--- src/source/icache_cfg.svh ---
`ifndef ICACHE_CFG_SVH
`define ICACHE_CFG_SVH

// word address seen by the fetch path
`define ICACHE_ADDR_W 16

// direct mapped, one word per line
`define ICACHE_INDEX_W 4

// upper address bits kept per line
`define ICACHE_TAG_W 12

// instruction word
`define ICACHE_DATA_W 32

// entries in each of the request and response queues
`define ICACHE_QUEUE_DEPTH 4

`endif

--- src/source/icache_pkg.sv ---
`include "icache_cfg.svh"

package icache_pkg;

    typedef struct packed {
        logic [`ICACHE_ADDR_W-1:0] addr;
    } fetch_req_t;

    typedef struct packed {
        logic [`ICACHE_ADDR_W-1:0] addr;
        logic [`ICACHE_DATA_W-1:0] data;
    } fetch_resp_t;

    // one cache line
    typedef struct packed {
        logic                      valid;
        logic [`ICACHE_TAG_W-1:0]  tag;
        logic [`ICACHE_DATA_W-1:0] data;
    } line_entry_t;

    // master to slave
    typedef struct packed {
        logic                      cyc;
        logic                      stb;
        logic [`ICACHE_ADDR_W-1:0] adr;
    } wb_req_t;

    // slave to master
    typedef struct packed {
        logic                      ack;
        logic [`ICACHE_DATA_W-1:0] dat;
    } wb_resp_t;

    typedef enum logic [1:0] {
        IDLE,
        LOOKUP,
        FILL,
        RESPOND
    } ctrl_state_t;

endpackage

--- src/source/fetch_queue.sv ---
module fetch_queue #(
    parameter type payload_t = logic [7:0],
    parameter int  depth     = 4
) (
    input  logic     clk,
    input  logic     rst,

    input  payload_t in_data,
    input  logic     in_valid,
    output logic     in_ready,

    output payload_t out_data,
    output logic     out_valid,
    input  logic     out_ready
);

    localparam int ptr_w = (depth > 1) ? $clog2(depth) : 1;
    localparam int cnt_w = $clog2(depth + 1);

    payload_t         mem [depth];
    logic [ptr_w-1:0] wr_ptr;
    logic [ptr_w-1:0] rd_ptr;
    logic [cnt_w-1:0] count;
    logic             push;
    logic             pop;

    // wrap explicitly so depth need not be a power of two
    function automatic logic [ptr_w-1:0] next_ptr(input logic [ptr_w-1:0] ptr);
        logic [ptr_w-1:0] result;
        if (ptr == ptr_w'(depth - 1))
            result = '0;
        else
            result = ptr + 1'b1;
        return result;
    endfunction

    assign in_ready  = (count != cnt_w'(depth));
    assign out_valid = (count != '0);
    assign out_data  = mem[rd_ptr];

    assign push = in_valid && in_ready;
    assign pop  = out_valid && out_ready;

    always_ff @(posedge clk)
    begin
        if (rst)
        begin
            wr_ptr <= '0;
            rd_ptr <= '0;
            count  <= '0;
        end
        else
        begin
            if (push)
                wr_ptr <= next_ptr(wr_ptr);
            if (pop)
                rd_ptr <= next_ptr(rd_ptr);

            // simultaneous push and pop leaves occupancy unchanged
            if (push && !pop)
                count <= count + 1'b1;
            else if (pop && !push)
                count <= count - 1'b1;
        end
    end

    always_ff @(posedge clk)
    begin
        if (push)
            mem[wr_ptr] <= in_data;
    end

endmodule

--- src/source/wb_line_fill.sv ---
`include "icache_cfg.svh"

module wb_line_fill
    import icache_pkg::*;
(
    input  logic                      clk,
    input  logic                      rst,

    input  logic                      fill_start,
    input  logic [`ICACHE_ADDR_W-1:0] fill_addr,
    output logic                      fill_done,
    output logic [`ICACHE_DATA_W-1:0] fill_data,

    output wb_req_t                   wb_out,
    input  wb_resp_t                  wb_in
);

    // two states: idle when low, bus cycle open when high
    logic                      busy;
    logic [`ICACHE_ADDR_W-1:0] adr_q;

    // cyc and stb come straight from the state bit
    assign wb_out.cyc = busy;
    assign wb_out.stb = busy;
    assign wb_out.adr = adr_q;

    always_ff @(posedge clk)
    begin
        if (rst)
        begin
            busy      <= 1'b0;
            fill_done <= 1'b0;
        end
        else
        begin
            fill_done <= 1'b0;
            if (!busy)
            begin
                if (fill_start)
                    busy <= 1'b1;
            end
            else if (wb_in.ack)
            begin
                // close the cycle, report one cycle later
                busy      <= 1'b0;
                fill_done <= 1'b1;
            end
        end
    end

    always_ff @(posedge clk)
    begin
        if (!busy && fill_start)
            adr_q <= fill_addr;
        if (busy && wb_in.ack)
            fill_data <= wb_in.dat;
    end

endmodule

--- src/source/icache_ctrl.sv ---
`include "icache_cfg.svh"

module icache_ctrl
    import icache_pkg::*;
(
    input  logic                      clk,
    input  logic                      rst,
    input  logic                      flush,

    // from request queue
    input  fetch_req_t                req,
    input  logic                      req_valid,
    output logic                      req_ready,

    // to response queue
    output fetch_resp_t               resp,
    output logic                      resp_valid,
    input  logic                      resp_ready,

    // fill master
    output logic                      fill_start,
    output logic [`ICACHE_ADDR_W-1:0] fill_addr,
    input  logic                      fill_done,
    input  logic [`ICACHE_DATA_W-1:0] fill_data
);

    localparam int num_lines = 1 << `ICACHE_INDEX_W;

    line_entry_t                lines [num_lines];
    line_entry_t                line_q;
    fetch_resp_t                resp_q;
    ctrl_state_t                state;
    ctrl_state_t                state_next;
    logic [`ICACHE_INDEX_W-1:0] req_index;
    logic [`ICACHE_TAG_W-1:0]   req_tag;
    logic                       pop;
    logic                       hit;
    logic                       fill_write;

    // address of the request in flight
    assign req_index = resp_q.addr[`ICACHE_INDEX_W-1:0];
    assign req_tag   = resp_q.addr[`ICACHE_ADDR_W-1:`ICACHE_INDEX_W];

    // flush has priority over a waiting request
    assign req_ready = (state == IDLE) && !flush;
    assign pop       = req_ready && req_valid;

    assign hit        = line_q.valid && (line_q.tag == req_tag);
    assign fill_write = (state == FILL) && fill_done;

    assign fill_start = (state == LOOKUP) && !hit;
    assign fill_addr  = resp_q.addr;

    assign resp       = resp_q;
    assign resp_valid = (state == RESPOND);

    always_comb
    begin
        state_next = state;
        case (state)
            IDLE:
            begin
                if (pop)
                    state_next = LOOKUP;
            end
            LOOKUP:
            begin
                if (hit)
                    state_next = RESPOND;
                else
                    state_next = FILL;
            end
            FILL:
            begin
                if (fill_done)
                    state_next = RESPOND;
            end
            RESPOND:
            begin
                // stays here while the response queue is full
                if (resp_ready)
                    state_next = IDLE;
            end
            default:
                state_next = IDLE;
        endcase
    end

    always_ff @(posedge clk)
    begin
        if (rst)
            state <= IDLE;
        else
            state <= state_next;
    end

    // valid bits cleared by reset and by flush, tag and data only on fill
    always_ff @(posedge clk)
    begin
        if (rst || (state == IDLE && flush))
        begin
            for (int i = 0; i < num_lines; i++)
                lines[i].valid <= 1'b0;
        end
        else if (fill_write)
        begin
            lines[req_index] <= '{valid: 1'b1, tag: req_tag, data: fill_data};
        end
    end

    always_ff @(posedge clk)
    begin
        if (pop)
        begin
            resp_q.addr <= req.addr;
            // registered array read for the LOOKUP cycle
            line_q      <= lines[req.addr[`ICACHE_INDEX_W-1:0]];
        end

        if (state == LOOKUP && hit)
            resp_q.data <= line_q.data;
        else if (fill_write)
            resp_q.data <= fill_data;
    end

endmodule

--- src/source/icache_top.sv ---
`include "icache_cfg.svh"

module icache_top
    import icache_pkg::*;
(
    input  logic        clk,
    input  logic        rst,
    input  logic        flush,

    input  fetch_req_t  req,
    input  logic        req_valid,
    output logic        req_ready,

    output fetch_resp_t resp,
    output logic        resp_valid,
    input  logic        resp_ready,

    output wb_req_t     wb_out,
    input  wb_resp_t    wb_in
);

    fetch_req_t                q_req;
    logic                      q_req_valid;
    logic                      q_req_ready;
    fetch_resp_t               c_resp;
    logic                      c_resp_valid;
    logic                      c_resp_ready;
    logic                      fill_start;
    logic [`ICACHE_ADDR_W-1:0] fill_addr;
    logic                      fill_done;
    logic [`ICACHE_DATA_W-1:0] fill_data;

    // cpu requests into the controller
    fetch_queue #(
        .payload_t (fetch_req_t),
        .depth     (`ICACHE_QUEUE_DEPTH)
    ) req_queue (
        .clk       (clk),
        .rst       (rst),
        .in_data   (req),
        .in_valid  (req_valid),
        .in_ready  (req_ready),
        .out_data  (q_req),
        .out_valid (q_req_valid),
        .out_ready (q_req_ready)
    );

    icache_ctrl ctrl (
        .clk        (clk),
        .rst        (rst),
        .flush      (flush),
        .req        (q_req),
        .req_valid  (q_req_valid),
        .req_ready  (q_req_ready),
        .resp       (c_resp),
        .resp_valid (c_resp_valid),
        .resp_ready (c_resp_ready),
        .fill_start (fill_start),
        .fill_addr  (fill_addr),
        .fill_done  (fill_done),
        .fill_data  (fill_data)
    );

    wb_line_fill line_fill (
        .clk        (clk),
        .rst        (rst),
        .fill_start (fill_start),
        .fill_addr  (fill_addr),
        .fill_done  (fill_done),
        .fill_data  (fill_data),
        .wb_out     (wb_out),
        .wb_in      (wb_in)
    );

    // responses back to the cpu in request order
    fetch_queue #(
        .payload_t (fetch_resp_t),
        .depth     (`ICACHE_QUEUE_DEPTH)
    ) resp_queue (
        .clk       (clk),
        .rst       (rst),
        .in_data   (c_resp),
        .in_valid  (c_resp_valid),
        .in_ready  (c_resp_ready),
        .out_data  (resp),
        .out_valid (resp_valid),
        .out_ready (resp_ready)
    );

endmodule

--- config.mk ---
export PLATFORM = sky130hd
export DESIGN_NAME = icache_top
export DESIGN_NICKNAME = d
export VERILOG_FILES = /design/src/source/icache_pkg.sv /design/src/source/fetch_queue.sv /design/src/source/wb_line_fill.sv /design/src/source/icache_ctrl.sv /design/src/source/icache_top.sv
export VERILOG_INCLUDE_DIRS = /design/src /design/src/source
export SDC_FILE = /design/constraint.sdc
export NUM_CORES = 1
export LEC_CHECK = 0
export BUFFER_PORTS_ARGS = -buffer_cell sky130_fd_sc_hd__buf_2
export CAP_MARGIN = 10
export CORE_MARGIN = 5
export CORE_UTILIZATION = 40
export CTS_CLUSTER_DIAMETER = 150
export CTS_CLUSTER_SIZE = 28
export DETAILED_ROUTE_END_ITERATION = 12
export GPL_ROUTABILITY_DRIVEN = 0
export PLACE_DENSITY_LB_ADDON = 0.15
export SLEW_MARGIN = 25
export SYNTH_ARGS = -nofsm -noshare
export SYNTH_HDL_FRONTEND = slang
export SYNTH_SLANG_ARGS = --single-unit
--- constraint.sdc ---
create_clock -name clk -period 11.3 [get_ports clk]
set_input_delay 2.26 -clock clk [delete_from_list [all_inputs] [get_ports clk]]
set_output_delay 2.26 -clock clk [all_outputs]
set_load 0.02 [all_outputs]
== Word-level counts from Yosys, hierarchy flattened ==
Memory sizes are Yosys's and may differ from the RTL's. A register that Yosys moved wholly into a read port is not among the register bits.
Cells that the tools add are included.
Operators by class
  mux-type cells: 35
  reductions and logical operators: 33
  div/mod/pow operators: 0
  multiply operators: 0
  add/subtract/negate cells: 8
  eq/ne operators: 13
  bitwise logic cells: 1
  order comparisons: 0
  shifts and indexed selects: 0
Operators with widths (count)
  $mux 32: 2
  $mux 45: 1
  $reduce_or 45->1: 1
  $mux 2: 12
  $logic_and 1x1->1: 16
  $mux 1: 14
  $eq 12x12->1: 1
  $eq 2x2->1 const B: 6
  $mux 3: 4
  $add 2x1->2 const B: 4
  $pmux 2 s4: 1
  $logic_not 1->1: 7
  $add 3x1->3 const B: 2
  $ne 3x3->1 const B: 2
  $reduce_bool 2->1: 3
  $reduce_bool 3->1: 2
  $sub 3x1->3 const B: 2
  $mux 4: 1
  $ne 2x2->1 const B: 2
  $reduce_and 3->1: 1
  $eq 2x1->1 const B: 1
  $logic_not 2->1: 1
  $ne 2x1->1 const B: 1
  $reduce_or 2->1: 1
  2 further kinds: 2
Word-level totals
  word-level logic and storage cells: 106
  register bits after elaboration: 114
  output and inout port bits: 68
  memory bits (writable): 976
  bits in read-only memories: 0
  bits of input ports: 54
  bits in latches: 0
  memories: 3
Memories
  ctrl.lines: words 16, width 45, rd ports 1, clocked after Yosys merged registers in 1, wr ports 16, line icache_ctrl.sv:29  | line_entry_t lines [num_lines];
  resp_queue.mem: words 4, width 48, rd ports 1, clocked after Yosys merged registers in 1, wr ports 1, line fetch_queue.sv:20  | payload_t mem [depth];
  req_queue.mem: words 4, width 16, rd ports 1, clocked after Yosys merged registers in 1, wr ports 1, line fetch_queue.sv:20

== Logic depth before layout (Yosys ltp) ==
  word-level depth: 7
  gate-level depth with buffers: 10
  depth with buffers taken out: 9

== Cells and area by module ==
Synthesis repeated with hierarchy kept, for this count alone.
Unflattened totals
  cells, all modules: 1815
  area total of the unflattened synthesis: 42399.4 um2
Modules (own cells, without submodules)
  icache_ctrl: cells an instance 1328, area each 30678.2 um2, instances 1
  fetch_queue (resp_queue): cells an instance 298, area each 7399.6 um2, instances 1
  fetch_queue (req_queue): cells an instance 132, area each 2787.7 um2, instances 1
  wb_line_fill: cells an instance 57, area each 1534.0 um2, instances 1

== Worst setup path after synthesis ==
OpenSTA, ideal clock, no wires.
  path type: input port to flip-flop
  start: in flush
  end: mem ctrl.lines[0][0] in the netlist's numbering (enable)
  library setup time: 0.502 ns
  path slack: 4.759 ns
  arrival: 6.039 ns
  path buffers: 0
  cell stages on the path: 3
  cell sequence: a21o_1 > or4_1 > nor3_1
RTL lines
  start, declared: line icache_top.sv:8  | input logic flush,
  end, declared: line icache_ctrl.sv:29

==> impl_metrics.csv <==
group,metric,value,unit
worst_setup_path,crit_chain,"buf_4 > mux4_2 > buf_2",
sta,clock.fmax,0.201,GHz
detailed_routing,avgViaCountPerCell,5.36,
final_layout,area_delta_synth_final,8.15,%
sta,period_needed,4980,ps
die,ioPinCount,122,
die,core-area,107000,µm²
sta,tightestPinTransition,1100,ps
detailed_routing,firstDrtPassIters,5,
yosys,ys_seq_area_frac,0.790,
yosys,syn_area,42800,µm²
power_and_ir_drop,power.leakage,15.3,nW
power_and_ir_drop,power.total,9.36,mW
clock_tree,ctsHoldBuffers,0,
final_layout,multi_input_area,8350,µm²
yosys,syn-num-nets,2257,
final_layout,fill_cells,9171,
final_layout,final_cells,3721,
sta,fin_worst_skew,28.4,ps
yosys,synthAdderAreaFrac,0.00590,
yosys,syn_inst,2184,
sta,max_slew_margin,0.265,
sta,drv_slew,0,
final_layout,final_layout_size_suffix_gt1_frac,0.153,
worst_setup_path,crit_arrival,2720,ps
global_route,grt-ovfl-total,0,
detailed_routing,drtAntennaViolNets,0,
placement,dpl_cell_area,45000,µm²
sta,rsz0062_at_grt,"false",
placement,io_buffers,121,
die,row_count,120,
placement,place_ws,6560,ps
detailed_routing,drc,0,
global_route,grt_start_max_net_pins,129,
die,die_x,337,µm
final_layout,fin_area,46300,µm²
clock_tree,clock_path_buffers,3,
detailed_routing,drt_iter0_drc,1356,
detailed_routing,vias,19900,
sta,tns,0,ps
clock_tree,cts_sinks,1139,
worst_setup_path,crit_type,"reg2out",
yosys,synth.top_cell.area_share,0.772,
die,dieHeight,337,µm
clock_tree,insertion_delay,660,ps
global_route,track_usage,0.160,
final_layout,layout.nets,2372,
clock_tree,ctsResizeCount,0,
clock_tree,clkTransAtPathRegs,100,ps
yosys,ys_seq_elements,1139,
detailed_routing,wl_per_cell,24.7,µm
yosys,post_synth_xor_area_fraction,0.00327,
clock_tree,clock-root-buffer,"clkbuf_16",
worst_setup_path,worstPathMaxFanout,38,
yosys,synth_edf_count,1101,
yosys,post-synth-top-count-cell,"edfxtp_1",
detailed_routing,detail_route.wirelength,91800,µm
sta,hold_viol_final,0,
die,start_util,0.401,
clock_tree,numCtsBuffers,46,
worst_setup_path,critPathSlowestCell,"buf_4",
placement,dp.final_hpwl,50700,µm
die,die_area,114000,µm²
clock_tree,cts_setup_buffers,0,
sta,setup-violations-final,0,
placement,place_inst,3654,
final_layout,regArea,33800,µm²
power_and_ir_drop,ir_drop,158,µV
yosys,synth_flop_cell,"edfxtp_1",
yosys,synthSimpleGateAreaFrac,0.0127,
yosys,async_flop_share,0,
power_and_ir_drop,powerDensity,202,nW/µm²
worst_setup_path,cp.required,9040,ps
yosys,ys_types,39,
global_route,antenna_found_initial,2,
yosys,yosysTopAreaCell,"edfxtp_1",
sta,setup_slack,6320,ps
flow_run,cap_violations,0,
yosys,synth_top_family_by_area,"multiplexers",
yosys,syn_area_per_cell,19.6,µm²
run_status,status,"finished, final reports clean",
yosys,synthTopCellsByCount,"edfxtp_1 (1101), mux2i_1 (367), o22ai_1 (180)",
worst_setup_path,max_stage_delay,670,ps
global_route,grt_first_pass_wirelength,136000,µm
worst_hold_path,hold_path_class,"reg2reg",
clock_tree,htreeDepth,2,
yosys,yosys-top-cells-area,"edfxtp_1 (77%), mux2i_1 (8.6%), mux4_2 (3.4%), o22ai_1 (2.6%), dfxtp_1 (1.8%)",
worst_setup_path,cp-start-kind,"register",
sta,period_share,0.440,
worst_setup_path,cp-end-kind,"output pin",
yosys,synthMuxAreaShare,0.128,
yosys,ys_warn_count,0,
global_route,grt_pass1_vias,20600,
clock_tree,cts_tree,"yes",
yosys,synth_compound_area_frac,0.0418,
layout make-up:
type / instances / share of cell area
flip-flops and latches: 1139 / 0.730
multi-input cells: 921 / 0.180
well taps: 1403 / 0.0379
clock buffers: 63 / 0.0267
repair buffers: 179 / 0.0230
inverters: 12 / 0.00100
clock inverters: 2 / 0.000432
diodes: 2 / 0.000108
per-layer routing:
metal | wire, µm | vias to the layer above | track usage | share of wire
met3 | 3150 | 81 | 0.0174 | 0.034
met1 | 42400 | 10600 | 0.227 | 0.46
li1 | - | 8963 | - | -
met5 | 0 | - | 0 | 0
met4 | 1370 | 0 | 0.0312 | 0.015
met2 | 44900 | 329 | 0.273 | 0.49
critical path, delay by kind of cell, from the launching register on:
family   cells  cell delay (ps)
buf+inv      2              860
mux          1              640
flops        1              500
power breakdown:
group	internal, mW	switching (mW)	leakage (nW)	total (mW)
Sequential	4.99	0.132	10.2	5.13
Combinational	0.832	1.42	4.42	2.26
Clock	0.775	1.21	0.609	1.98
layout by cell type, fill, tap and decap left out, types with 16 or more instances in the layout:
cell type / n
edfxtp_1: 1101
mux2i_1: 367
o22ai_1: 180
buf_2: 121
o21ai_1: 90
nor2_1: 62
mux4_2: 62
buf_4: 56
clkbuf_16: 47
dfxtp_1: 36
mux2_2: 32
a21o_1: 17
ha_1: 17
clkbuf_1: 16
state kept, by name, summed over array words and instances, names as in the netlist, named ones only:
name / flops
resp_queue.rd_ptr: 2
ctrl.state: 2
req_queue.count: 3
resp_queue.mem: 192
req_queue.mem: 64
ctrl.lines: 720
req_queue.rd_ptr: 2
line_fill.fill_data: 32
resp_queue.wr_ptr: 2
ctrl.fill_addr: 16
ctrl.resp: 32
line_fill.fill_done: 1
ctrl.line_q: 45
line_fill.adr_q: 16
req_queue.wr_ptr: 2
resp_queue.count: 3
line_fill.busy: 1
through the flow:
stage / utilization / hold slack [ps]
after floorplan: - / 426
after global placement: 0.422 / 432
after detailed placement: 0.422 / 441
after CTS: 0.434 / 467
after global routing: 0.434 / 489
final: 0.434 / 466
final timing paths:
kind,start,endpoint,slack (ps),depth (start not counted)
worst min-delay path,ctrl.lines[3][44],ctrl.lines[3][44],470,1
worst max register to register,register,ctrl.line_q[32],6540,8
worst min register to register,ctrl.lines[3][44],ctrl.lines[3][44],470,1
worst max-delay path,register,resp[23],6320,3
cells by family (layout without fill, tap and decap cells):
group	Yosys count	in the layout
flip-flops	1139	1139
multiplexers	463	463
AO/OA/AOI/OAI	301	301
buffers and inverters	124	256
AND/OR/NAND/NOR	122	122
adder cells (fa/ha/maj)	19	19
XOR/XNOR	16	16
other	0	2
No activity file was read; power rests on OpenSTA's default activity.
